$ cat src/rapcore_macros.svh
`ifndef RAPCORE_MACROS_SVH
`define RAPCORE_MACROS_SVH

// Datapath widths
`define ENC_BITS 32
`define PWM_BITS 8
`define PHASE_BITS 5   // 32 microsteps per electrical cycle

// Equal samples needed before a filtered pin moves
`define FILTER_LEN 3

// SPI frame is one command byte then 32 data bits
`define FRAME_BITS 40

// Command codes
`define CMD_WRITE_CFG  8'h10
`define CMD_STEP       8'h20
`define CMD_READ_ENC   8'h30
`define CMD_READ_FAULT 8'h31

`endif

$ cat src/motor_cfg_pkg.sv
package motor_cfg_pkg;

  // Motor configuration as held by the SPI register file
  typedef struct packed {
    logic       enable;      // Drive outputs allowed
    logic [1:0] microsteps;  // Resolution code, 0 is coarsest
    logic [7:0] current;     // Amplitude scale applied to the sine table
  } motor_cfg_t;

  // Step request towards the microstepper
  typedef struct packed {
    logic step;  // One-cycle pulse
    logic dir;   // 1 moves forward
  } step_cmd_t;

endpackage

$ cat src/motor_io_pkg.sv
package motor_io_pkg;

  // SPI slave pins
  typedef struct packed {
    logic sck;
    logic cs;    // Active low
    logic copi;
  } spi_pins_t;

  // Quadrature encoder channels
  typedef struct packed {
    logic a;
    logic b;
  } enc_pins_t;

  // Half-bridge enables of one coil
  typedef struct packed {
    logic pos;  // Current flows forward through the coil
    logic neg;  // Current flows backward
  } coil_drive_t;

endpackage

$ cat src/input_filter.sv
`timescale 1ns/1ps
`include "rapcore_macros.svh"

module input_filter #(
  parameter type payload_t = logic
) (
  input  logic     CLK,
  input  logic     resetn,
  input  payload_t reset_value,
  input  payload_t raw,
  output payload_t filtered
);

  localparam int CNT_W = $clog2(`FILTER_LEN + 1);

  payload_t         sync_1;
  payload_t         sync_2;
  logic [CNT_W-1:0] diff_cnt;  // Cycles sync_2 has disagreed with the output

  always_ff @(posedge CLK) begin
    if (!resetn) begin
      sync_1   <= reset_value;
      sync_2   <= reset_value;
      filtered <= reset_value;
      diff_cnt <= '0;
    end else begin
      sync_1 <= raw;
      sync_2 <= sync_1;
      if (sync_2 == filtered) begin
        diff_cnt <= '0;
      end else if (diff_cnt == CNT_W'(`FILTER_LEN - 1)) begin
        filtered <= sync_2;  // Held long enough, accept it
        diff_cnt <= '0;
      end else begin
        diff_cnt <= diff_cnt + 1'b1;
      end
    end
  end

endmodule

$ cat src/spi_register_file.sv
`timescale 1ns/1ps
`include "rapcore_macros.svh"

module spi_register_file (
  input  logic                        CLK,
  input  logic                        resetn,
  input  motor_io_pkg::spi_pins_t     spi,
  output logic                        cipo,
  input  logic signed [`ENC_BITS-1:0] enc_count,
  input  logic                        enc_faultn,
  output motor_cfg_pkg::motor_cfg_t   cfg,
  output motor_cfg_pkg::step_cmd_t    step_cmd
);

  localparam int CNT_W     = $clog2(`FRAME_BITS + 1);
  localparam int DATA_BITS = `FRAME_BITS - 8;

  logic                   sck_q;
  logic                   cs_q;
  logic                   sck_rise;
  logic                   sck_fall;
  logic                   cs_fall;
  logic                   cs_rise;
  logic [CNT_W-1:0]       bit_cnt;
  logic                   in_data_phase;
  logic [`FRAME_BITS-1:0] rx_shift;
  logic [DATA_BITS-1:0]   tx_shift;
  logic [7:0]             cmd_byte;
  logic [7:0]             frame_cmd;
  logic [DATA_BITS-1:0]   frame_data;
  logic                   frame_ok;

  // Edges of the filtered pins
  assign sck_rise = spi.sck & ~sck_q;
  assign sck_fall = ~spi.sck & sck_q;
  assign cs_fall  = ~spi.cs & cs_q;
  assign cs_rise  = spi.cs & ~cs_q;

  assign in_data_phase = (bit_cnt >= CNT_W'(8)) && (bit_cnt < CNT_W'(`FRAME_BITS));

  assign cmd_byte   = {rx_shift[6:0], spi.copi};  // Valid on the eighth rising edge
  assign frame_cmd  = rx_shift[`FRAME_BITS-1 -: 8];
  assign frame_data = rx_shift[DATA_BITS-1:0];
  assign frame_ok   = (bit_cnt == CNT_W'(`FRAME_BITS));

  // Frame tracking and CIPO
  always_ff @(posedge CLK) begin
    if (!resetn) begin
      sck_q   <= 1'b0;
      cs_q    <= 1'b1;
      bit_cnt <= '0;
      cipo    <= 1'b0;
    end else begin
      sck_q <= spi.sck;
      cs_q  <= spi.cs;
      if (cs_fall) begin
        bit_cnt <= '0;
        cipo    <= 1'b0;
      end else if (!spi.cs) begin
        // Saturate so an overlong frame never wraps back to a valid length
        if (sck_rise && bit_cnt != '1) begin
          bit_cnt <= bit_cnt + 1'b1;
        end
        if (sck_fall) begin
          cipo <= in_data_phase ? tx_shift[DATA_BITS-1] : 1'b0;
        end
      end else begin
        cipo <= 1'b0;  // Bus idle
      end
    end
  end

  // Receive and transmit shifters
  always_ff @(posedge CLK) begin
    if (!spi.cs && sck_rise) begin
      rx_shift <= {rx_shift[`FRAME_BITS-2:0], spi.copi};
      if (bit_cnt == CNT_W'(7)) begin
        case (cmd_byte)
          `CMD_READ_ENC:   tx_shift <= DATA_BITS'(enc_count);
          `CMD_READ_FAULT: tx_shift <= {{(DATA_BITS-1){1'b0}}, ~enc_faultn};
          default:         tx_shift <= '0;
        endcase
      end
    end else if (!spi.cs && sck_fall && in_data_phase) begin
      tx_shift <= {tx_shift[DATA_BITS-2:0], 1'b0};  // MSB first
    end
  end

  // Command execution once cs releases
  always_ff @(posedge CLK) begin
    if (!resetn) begin
      cfg      <= '0;
      step_cmd <= '0;
    end else begin
      step_cmd.step <= 1'b0;
      if (cs_rise && frame_ok) begin
        case (frame_cmd)
          `CMD_WRITE_CFG: begin
            cfg.enable     <= frame_data[0];
            cfg.microsteps <= frame_data[2:1];
            cfg.current    <= frame_data[15:8];
          end
          `CMD_STEP: begin
            step_cmd.step <= 1'b1;
            step_cmd.dir  <= frame_data[0];
          end
          default: begin
            // Reads need nothing at the end of the frame
          end
        endcase
      end
    end
  end

endmodule

$ cat src/microstepper.sv
`timescale 1ns/1ps
`include "rapcore_macros.svh"

module microstepper (
  input  logic                      CLK,
  input  logic                      resetn,
  input  motor_cfg_pkg::motor_cfg_t cfg,
  input  motor_cfg_pkg::step_cmd_t  step_cmd,
  output motor_io_pkg::coil_drive_t coil_a,
  output motor_io_pkg::coil_drive_t coil_b
);

  // Quarter-wave cosine, 0 to 90 degrees in eight steps
  localparam logic [7:0] COS_TABLE [0:8] = '{
    8'd255, 8'd250, 8'd236, 8'd212, 8'd180, 8'd142, 8'd98, 8'd50, 8'd0
  };

  localparam logic [`PHASE_BITS-1:0] B_LAG = `PHASE_BITS'(24);  // 270 degrees

  logic [`PHASE_BITS-1:0] phase_idx;
  logic [`PHASE_BITS-1:0] step_size;
  logic [`PHASE_BITS-1:0] idx_b;
  logic [`PWM_BITS-1:0]   pwm_cnt;
  logic [7:0]             mag_a;
  logic [7:0]             mag_b;
  logic [15:0]            prod_a;
  logic [15:0]            prod_b;
  logic [`PWM_BITS-1:0]   duty_a;
  logic [`PWM_BITS-1:0]   duty_b;
  logic                   active_a;
  logic                   active_b;

  function automatic logic [7:0] coil_mag(input logic [`PHASE_BITS-1:0] idx);
    logic [3:0] offset;
    offset = {1'b0, idx[2:0]};
    // Odd quadrants walk the table backwards
    if (idx[3]) begin
      coil_mag = COS_TABLE[4'd8 - offset];
    end else begin
      coil_mag = COS_TABLE[offset];
    end
  endfunction

  function automatic logic coil_positive(input logic [`PHASE_BITS-1:0] idx);
    logic [1:0] quadrant;
    quadrant = idx[`PHASE_BITS-1 -: 2];
    coil_positive = (quadrant == 2'd0) || (quadrant == 2'd3);
  endfunction

  assign step_size = `PHASE_BITS'(8) >> cfg.microsteps;
  assign idx_b     = phase_idx + B_LAG;

  assign mag_a  = coil_mag(phase_idx);
  assign mag_b  = coil_mag(idx_b);
  assign prod_a = mag_a * cfg.current;
  assign prod_b = mag_b * cfg.current;
  assign duty_a = prod_a[15 -: `PWM_BITS];
  assign duty_b = prod_b[15 -: `PWM_BITS];

  assign active_a = pwm_cnt < duty_a;
  assign active_b = pwm_cnt < duty_b;

  // Phase index and free-running PWM counter
  always_ff @(posedge CLK) begin
    if (!resetn) begin
      phase_idx <= '0;
      pwm_cnt   <= '0;
    end else begin
      pwm_cnt <= pwm_cnt + 1'b1;
      if (step_cmd.step) begin
        phase_idx <= step_cmd.dir ? phase_idx + step_size : phase_idx - step_size;
      end
    end
  end

  // Registered bridge drive
  always_ff @(posedge CLK) begin
    if (!resetn) begin
      coil_a <= '0;
      coil_b <= '0;
    end else begin
      coil_a.pos <= cfg.enable && active_a && coil_positive(phase_idx);
      coil_a.neg <= cfg.enable && active_a && !coil_positive(phase_idx);
      coil_b.pos <= cfg.enable && active_b && coil_positive(idx_b);
      coil_b.neg <= cfg.enable && active_b && !coil_positive(idx_b);
    end
  end

endmodule

$ cat src/quad_enc.sv
`timescale 1ns/1ps
`include "rapcore_macros.svh"

module quad_enc (
  input  logic                        CLK,
  input  logic                        resetn,
  input  motor_io_pkg::enc_pins_t     enc,
  output logic signed [`ENC_BITS-1:0] count,
  output logic                        faultn
);

  motor_io_pkg::enc_pins_t enc_q;  // Previous filtered state
  logic                    a_moved;
  logic                    b_moved;
  logic                    count_up;

  assign a_moved = enc.a ^ enc_q.a;
  assign b_moved = enc.b ^ enc_q.b;

  // New A differs from old B exactly when A leads B
  assign count_up = enc.a ^ enc_q.b;

  always_ff @(posedge CLK) begin
    if (!resetn) begin
      enc_q  <= '0;
      count  <= '0;
      faultn <= 1'b1;
    end else begin
      enc_q <= enc;
      if (a_moved && b_moved) begin
        faultn <= 1'b0;  // Skipped a state, direction unknown
      end else if (a_moved || b_moved) begin
        if (count_up) begin
          count <= count + 1'b1;
        end else begin
          count <= count - 1'b1;
        end
      end
    end
  end

endmodule

$ cat src/rapcore_top.sv
`timescale 1ns/1ps
`include "rapcore_macros.svh"

module rapcore_top (
  input  logic CLK,
  input  logic resetn,
  input  logic SCK,
  input  logic CS,
  input  logic COPI,
  input  logic ENC_A,
  input  logic ENC_B,
  output logic CIPO,
  output logic PHASE_A1,
  output logic PHASE_A2,
  output logic PHASE_B1,
  output logic PHASE_B2,
  output logic ENC_FAULTN
);

  // Idle pin states
  localparam motor_io_pkg::spi_pins_t SPI_IDLE = '{sck: 1'b0, cs: 1'b1, copi: 1'b0};
  localparam motor_io_pkg::enc_pins_t ENC_IDLE = '{a: 1'b0, b: 1'b0};

  motor_io_pkg::spi_pins_t      spi_raw;
  motor_io_pkg::spi_pins_t      spi_filt;
  motor_io_pkg::enc_pins_t      enc_raw;
  motor_io_pkg::enc_pins_t      enc_filt;
  motor_cfg_pkg::motor_cfg_t    cfg;
  motor_cfg_pkg::step_cmd_t     step_cmd;
  motor_io_pkg::coil_drive_t    coil_a;
  motor_io_pkg::coil_drive_t    coil_b;
  logic signed [`ENC_BITS-1:0] enc_count;

  assign spi_raw.sck  = SCK;
  assign spi_raw.cs   = CS;
  assign spi_raw.copi = COPI;
  assign enc_raw.a    = ENC_A;
  assign enc_raw.b    = ENC_B;

  input_filter #(.payload_t(motor_io_pkg::spi_pins_t)) spi_filter (
    .CLK(CLK), .resetn(resetn), .reset_value(SPI_IDLE), .raw(spi_raw), .filtered(spi_filt)
  );

  input_filter #(.payload_t(motor_io_pkg::enc_pins_t)) enc_filter (
    .CLK(CLK), .resetn(resetn), .reset_value(ENC_IDLE), .raw(enc_raw), .filtered(enc_filt)
  );

  spi_register_file regs (
    .CLK(CLK), .resetn(resetn), .spi(spi_filt), .cipo(CIPO), .enc_count(enc_count),
    .enc_faultn(ENC_FAULTN), .cfg(cfg), .step_cmd(step_cmd)
  );

  microstepper stepper (
    .CLK(CLK), .resetn(resetn), .cfg(cfg), .step_cmd(step_cmd),
    .coil_a(coil_a), .coil_b(coil_b)
  );

  quad_enc encoder (
    .CLK(CLK), .resetn(resetn), .enc(enc_filt), .count(enc_count), .faultn(ENC_FAULTN)
  );

  assign PHASE_A1 = coil_a.pos;
  assign PHASE_A2 = coil_a.neg;
  assign PHASE_B1 = coil_b.pos;
  assign PHASE_B2 = coil_b.neg;

endmodule

$ cat config.mk
export PLATFORM = sky130hd
export DESIGN_NAME = rapcore_top
export DESIGN_NICKNAME = d
export VERILOG_FILES = /design/src/motor_cfg_pkg.sv /design/src/motor_io_pkg.sv /design/src/input_filter.sv /design/src/spi_register_file.sv /design/src/microstepper.sv /design/src/quad_enc.sv /design/src/rapcore_top.sv
export VERILOG_INCLUDE_DIRS = /design/src
export SDC_FILE = /design/constraint.sdc
export NUM_CORES = 1
export LEC_CHECK = 0
export ABC_CLOCK_PERIOD_IN_PS = 7950
export BUFFER_PORTS_ARGS = -buffer_cell sky130_fd_sc_hd__buf_2
export CAP_MARGIN = 10
export CORE_ASPECT_RATIO = 1.75
export CORE_MARGIN = 5
export CORE_UTILIZATION = 30
export DETAILED_ROUTE_END_ITERATION = 8
export SKIP_CTS_REPAIR_TIMING = 1
export SLEW_MARGIN = 20
export SYNTH_ARGS = -nofsm -noshare
export SYNTH_HDL_FRONTEND = slang
export SYNTH_SLANG_ARGS = --single-unit
export TNS_END_PERCENT = 5
$ cat constraint.sdc
create_clock -name CLK -period 7.95 [get_ports CLK]
set_input_delay 2.385 -clock CLK [delete_from_list [all_inputs] [get_ports CLK]]
set_output_delay 2.385 -clock CLK [all_outputs]
set_load 0.05 [all_outputs]
* Word-level counts from Yosys, hierarchy flattened
Memory sizes are Yosys's and may differ from the RTL's.
Cells that the tools add are included.
** Word-level totals
- Register bits :: 165
- Memory bits (read-only) :: 512
- Output and inout bits :: 6
- Word-level logic and storage cells :: 150
- Memories :: 4
** Memories
- (name not given) :: depth 16, bits a word 8, read ports 1, clocked after Yosys merged registers in 0, write ports 0, line microstepper.sv:38 : coil_mag = COS_TABLE[4'd8 - offset];
- (name not given) :: depth 16, bits a word 8, read ports 1, clocked after Yosys merged registers in 0, write ports 0, line microstepper.sv:40 : coil_mag = COS_TABLE[offset];
- (name not given) :: depth 16, bits a word 8, read ports 1, clocked after Yosys merged registers in 0, write ports 0, line microstepper.sv:38
- (name not given) :: depth 16, bits a word 8, read ports 1, clocked after Yosys merged registers in 0, write ports 0, line microstepper.sv:40
** Operators by class
- Add/subtract/negate cells :: 11
- Multipliers :: 2
- Order comparisons :: 8
- Equality and inequality tests :: 14
- Shifts and indexed selects :: 1
- Mux-type cells :: 18
- Bitwise logic cells :: 20
- Reduce and logical (&&, ||, !) cells :: 34
** Operator list (number)
- 2-to-1 mux 32 bit :: 4
- 2-to-1 mux 8 bit :: 10
- one-hot mux 32 bit (2 select lines) :: 1
- adder 32 x 1 -> 32 bit, second input constant :: 1
- multiplier 8 x 8 -> 16 bit :: 2
- subtractor 32 x 1 -> 32 bit, second input constant :: 1
- equality test 8 x 6 -> 1 bit, second input constant :: 3
- >= comparator 5 bit, second input constant :: 4
- < comparator 8 bit :: 2
- AND reduction 2 bit :: 8
- logical AND 1 bit :: 13
- inverter 3 -> 5 bit :: 2
- inverter 4 -> 5 bit :: 2
- inverter 1 bit :: 9
- OR reduction 3 bit :: 3
- adder 8 x 1 -> 8 bit, second input constant :: 1
- equality test 2 bit, second input constant :: 4
- equality test 8 x 5 -> 1 bit, second input constant :: 1
- subtractor 4 x 3 -> 4 bit, first input constant :: 2
- adder 6 x 1 -> 6 bit, second input constant :: 1
- equality test 6 x 3 -> 1 bit, second input constant :: 1
- equality test 6 bit, second input constant :: 1
- >= comparator 6 x 4 -> 1 bit, second input constant :: 1
- < comparator 6 bit, second input constant :: 1
- other kinds (19) :: 30

* Depth between registers and ports, before layout
- Word-level depth :: 11
- Depth in mapped cells :: 32

* Cells and area by module
From an unflattened synthesis, not the netlist that was laid out.
** Second synthesis, totals
- Cell total of the unflattened synthesis :: 1406
- Area, all modules :: 13033.8 sq um
** Modules (own cells, without submodules)
- microstepper :: times used 1, cells each 621, area an instance 5494.0 sq um, sequential area each 340.3 sq um
- spi_register_file :: times used 1, cells each 305, area an instance 3763.6 sq um, sequential area each 2602.5 sq um
- quad_enc :: times used 1, cells each 402, area an instance 3034.2 sq um, sequential area each 700.7 sq um
- input_filter (spi_filter) :: times used 1, cells each 43, area an instance 422.9 sq um, sequential area each 250.2 sq um
- input_filter (enc_filter) :: times used 1, cells each 33, area an instance 311.5 sq um, sequential area each 180.2 sq um
- rapcore_top :: times used 1, cells each 2, area an instance 7.5 sq um, sequential area each 0.0 sq um

* Worst setup path before layout
Ideal clock, no wire load.
- Kind :: register to register
- From :: register stepper.phase_idx[0]
- To :: register, netlist name stepper.coil_a[0]
- Library setup time :: 0.065 ns
- Data arrival time :: 6.599 ns
- Required time :: 7.885 ns
- Setup slack :: 1.286 ns
- Cell stages (with the launch flop) :: 29
- Buffers on the path :: 0
- Period minus slack after synthesis :: 6.664 ns
- Path through :: dfxtp_1 inv_1 ha_1 ha_1 mux2i_1 a31oi_1 nand2b_1 fa_1 fa_1 inv_1 fa_1 inv_1 fa_1 inv_1 ha_1 nand4b_1 a211oi_1 o21ai_1 a21boi_1 o21ai_1 a21oi_1 xnor2_1 ha_1 a21oi_1 o21a_1 a31oi_1 a21o_1 a211oi_1 nor2b_1
** Between the ends
- Cells in the longest elaborated chain, start to end :: 10
** Ends and longest elaborated chain
- start: declaration :: line microstepper.sv:20 : logic [`PHASE_BITS-1:0] phase_idx;
- start signal: assignment :: line microstepper.sv:71 : phase_idx <= step_cmd.dir ? phase_idx + step_size : phase_idx - step_size;
- subtractor 4 x 3 -> 4 bit :: line microstepper.sv:38
- inverter 4 -> 5 bit (not written as such) :: line microstepper.sv:38
- memory (16 x 8 bit)
- 2-to-1 mux 8 bit (not written as such) (2 in series) :: line microstepper.sv:38
- 2-to-1 mux 8 bit (*) :: line microstepper.sv:37 : if (idx[3]) begin
- multiplier 8 x 8 -> 16 bit (*) :: line microstepper.sv:55 : assign prod_a = mag_a * cfg.current;
- < comparator 8 bit (*) :: line microstepper.sv:60 : assign active_a = pwm_cnt < duty_a;
- logical AND 1 bit (*) (2 in series) :: line microstepper.sv:83 : coil_a.neg <= cfg.enable && active_a && !coil_positive(phase_idx);
Mark *: on every way between the ends. The rest lies on a longest branch, timed or not. The select of a mux whose other input is x is not followed.
A chain may end at the register's enable or synchronous reset.

* Worst setup path in the final report
- From :: register stepper.phase_idx[0]
- To :: register, netlist name stepper.coil_a[0]
** Between the ends
- Cells in the longest elaborated chain, start to end :: 10
** Ends and longest elaborated chain (line)
- subtractor 4 x 3 -> 4 bit :: microstepper.sv:38
- inverter 4 -> 5 bit (not written as such) :: microstepper.sv:38
- memory (16 x 8 bit)
- 2-to-1 mux 8 bit (not written as such) (2 in series) :: microstepper.sv:38
- 2-to-1 mux 8 bit (*) :: microstepper.sv:37
- multiplier 8 x 8 -> 16 bit (*) :: microstepper.sv:55
- < comparator 8 bit (*) :: microstepper.sv:60
- logical AND 1 bit (*) (2 in series) :: microstepper.sv:83
Marks and branches as above.

==> metrics.md <==
| Metric | Value |
|---|---|
| Num rows | `98` |
| Final Cycle Share | `roughly 92%` |
| Post-synthesis cell area | `12,200 sq um` |
| Total negative setup slack | `0 ns` |
| DP Wirelength | `19.1 mm` |
| Setup WS post-layout | `between 0.5 and 0.6 ns` |
| Fin crit period | `~7.4 ns` |
| Max Cap Viol | `0` |
| DIE WIDTH | `~160 um` |
| Total gr overflow | `0` |
| Worst-path clk slew | `roughly 0.07 ns` |
| Crit start category | `flip-flop` |
| Vias/cell | `4.78` |
| CP endpoint kind | `flip-flop` |
| Slew Limit Fails | `0` |
| Filler cells | `approximately 4,100` |
| Syn Nets | `around 1,400` |
| HP Start | `regs.rx_shift[25]$_DFFE_PP_` |
| GRT Overall Usage | `between 10% and 20%` |
| Total Power | `1.84 mW` |
| Cts bufs inserted | `17` |
| Drt wl/cell | `about 14 um` |
| Crit. Startpoint | `stepper.phase_idx[0]$_SDFFE_PN0P_` |
| Root buffer cell | `clkbuf_16` |
| Slowest Stage Delay on Critical Path | `around 0.55 ns` |
| CTS tree | `yes` |
| RR Startpoint | `stepper.phase_idx[0]$_SDFFE_PN0P_` |
| Hold Slack | `between 0.4 and 0.5 ns` |
| Global-route wire length before repair | `~44 mm` |
| GPL Wtd Cong | `a little over 0.8` |
| Initial antenna violation count | `0` |
| Leakage power | `roughly 6.0 nW` |
| DR pass1 iterations | `6` |
| Worst slew margin | `between 40% and 50%` |
| Layout cells sized above 1 | `under 10%` |
| Area grow syn2layout | `10.8%` |
| Slowest library cell on the worst path | `fa_1` |
| Pre-CTS WS | `about 0.48 ns` |
| Largest net degree at the start of global routing | `slightly below 60` |
| Clock Skew | `0.00883 ns` |
| VDD IR max | `approximately 100 uV` |
| Status | `finished, final reports clean` |
| Synthesized instance count | `about 1,200` |
| Clock Sink Count | `approximately 170` |
| Via count | `approximately 8,500` |
| Hold crit path type | `flip-flop to flip-flop` |
| Fmax | `between 0.1 and 0.15 GHz` |
| RSZ-0062 raised after global routing | `false` |
| Post-synthesis sequential area ratio | `32.9%` |
| Req. time, crit path | `roughly 8.3 ns` |
| Diode count | `0` |
| WP data arrival | `about 7.7 ns` |
| Final setup fails | `0` |
| Fin nets | `between 1,000 and 1,500` |
| Die area | `roughly 45,000 sq um` |
| Detailed Route WL | `~26 mm` |
| Layout Cells excl Fill | `1,768` |
| Clk buf depth | `2` |
| DP Cell Count | `1,736` |
| Worst slew pin tran | `between 0.8 and 0.9 ns` |
| Synth Register Bits | `165` |
| CP Class | `flip-flop to flip-flop` |
| IO Count | `13` |
| EDFF count, synth | `72` |
| Input/output buffers | `12` |
| Final Hold Violating Endpoints | `0` |
| Asr flop ratio synth | `0%` |
| Die H | `about 280 um` |
| Yosys warning total | `0` |
| Crit Path Max Fanout | `9` |
| Initial core utilization | `~30%` |
| 1st-iter DRT viols | `between 300 and 400` |
| Power Density | `between 100 and 150 nW/um^2` |
| Htree depth | `4` |
| Post-synth cell types | `66` |
| Routed Antenna Nets | `0` |
| Clock Latency Late Sink | `between 0.4 and 0.5 ns` |
| Drt drc | `0` |
| Core area | `40,600 sq um` |
| Vias in the first global route | `a little under 9,000` |
| Synth Flop Type | `dfxtp_1` |
| Syn Area/Cell | `a little over 10 sq um` |
worst paths after layout:
| kind | to | slack [ns] | cells past startpoint |
|---|---|---|---|
| worst max-delay path | stepper.coil_a[0]$_SDFF_PN0_ | 0.60 | 30 |
| worst min-delay path | regs.rx_shift[26]$_DFFE_PP_ | 0.41 | 0 |
| worst max register to register | stepper.coil_a[0]$_SDFF_PN0_ | 0.60 | 30 |
| worst min register to register | regs.rx_shift[26]$_DFFE_PP_ | 0.41 | 0 |
layout make-up:
cell class                 count  area [sq um]  area share [%]
multi-input combinational    880          7620            56.3
sequential                   165          4030            29.7
tap                          550           688            5.08
clock buffer                  24           482            3.56
inverter                     113           424            3.13
timing repair buffer          28           180            1.33
clock inverter                 8           123           0.906
synthesized netlist by cell type, types with 4 or more instances:
cell / number / area, sq um
dfxtp_1: 93 / 1860
o211ai_1: 4 / 30.0
nand3_1: 22 / 110
nand4b_1: 4 / 35.0
a21oi_1: 49 / 245
xnor2_1: 38 / 333
o31a_1: 7 / 61.3
nand2_1: 43 / 161
or2_2: 4 / 25.0
o21ai_1: 13 / 65.1
a211oi_1: 9 / 67.6
nor2b_1: 102 / 638
nor4_1: 6 / 37.5
clkbuf_1: 33 / 124
edfxtp_1: 72 / 2160
and2_1: 71 / 444
nand4_1: 11 / 68.8
a21o_1: 30 / 225
a31oi_1: 5 / 31.3
nor3_1: 6 / 30.0
o21ai_0: 18 / 90.1
a22o_1: 31 / 272
mux2i_1: 46 / 460
fa_1: 72 / 1440
nand2b_1: 23 / 144
o21a_1: 6 / 45.0
xor2_1: 28 / 245
and2b_1: 6 / 45.0
inv_1: 113 / 424
nor2_1: 41 / 154
and3_1: 4 / 25.0
ha_1: 128 / 1600
or3_1: 5 / 31.3
metrics by stage:
stage | cell area (sq um) | utilization, %
after global placement | 12900 | 31.9
final | 13500 | 33.4
after CTS | 13500 | 33.4
after floorplan | 12200 | -
after detailed placement | 12900 | 31.9
after global routing | 13500 | 33.4
state kept, by name (all words and copies together) (netlist names), 3 cells and up:
signal and flops:
regs.cfg 11, encoder.count 32, spi_filter.sync_1 3, spi_filter.filtered 3, stepper.pwm_cnt 8, stepper.phase_idx 5
spi_filter.sync_2 3, regs.bit_cnt 6, regs.rx_shift 40, regs.tx_shift 32
per-layer routing:
metal	GRT usage, %	wire length [um]	up-vias
met5	0	0	-
met4	5.81	1070	0
met3	1.89	509	49
met2	22.6	14200	108
met1	12.6	9820	4151
li1	-	-	4148
kinds of logic after synthesis:
family          Yosys count  share of synthesized area, %
simple gates            361                          16.9
compound gates          206                          11.9
buf+inv                 153                          4.84
mux                      47                          3.86
xor+xnor                 66                          4.73
fa+ha+maj               200                          24.9
flops                   165                          32.9
power by group:
part	leakage (nW)	switching, mW	internal (mW)
combinational	4.29	0.0462	0.0422
clock	0.295	0.339	0.519
sequential	1.40	0.00534	0.883
critical path: cells and delay by family, from the launching register on:
kind	cells	cell delay, ns
xor+xnor	1	0.15
buf+inv	4	0.34
compound gates	12	2.33
fa+ha+maj	8	3.26
flops	1	0.51
simple gates	5	0.67
cell usage in the layout (no fill, tap or decap), drive strengths merged, types with 6 or more instances in the layout:
cell | netlist | layout
nand3 | 23 | 23
inv | 113 | 115
nor2 | 41 | 41
fa | 72 | 72
nor2b | 102 | 102
and2 | 71 | 71
o21a | 6 | 6
a21o | 30 | 30
nand2b | 23 | 23
nor3 | 7 | 7
a22o | 31 | 31
mux2i | 46 | 46
and2b | 6 | 6
nand2 | 43 | 43
a31oi | 6 | 6
xnor2 | 38 | 38
o21ai | 32 | 32
nand4 | 11 | 11
ha | 128 | 128
a21oi | 49 | 49
xor2 | 28 | 28
buf | 7 | 28
edfxtp | 72 | 72
dfxtp | 93 | 93
o31a | 7 | 7
a211oi | 9 | 9
nor4 | 6 | 6
clkbuf | 33 | 24
Note: power is estimated with default switching activity, not from simulation.
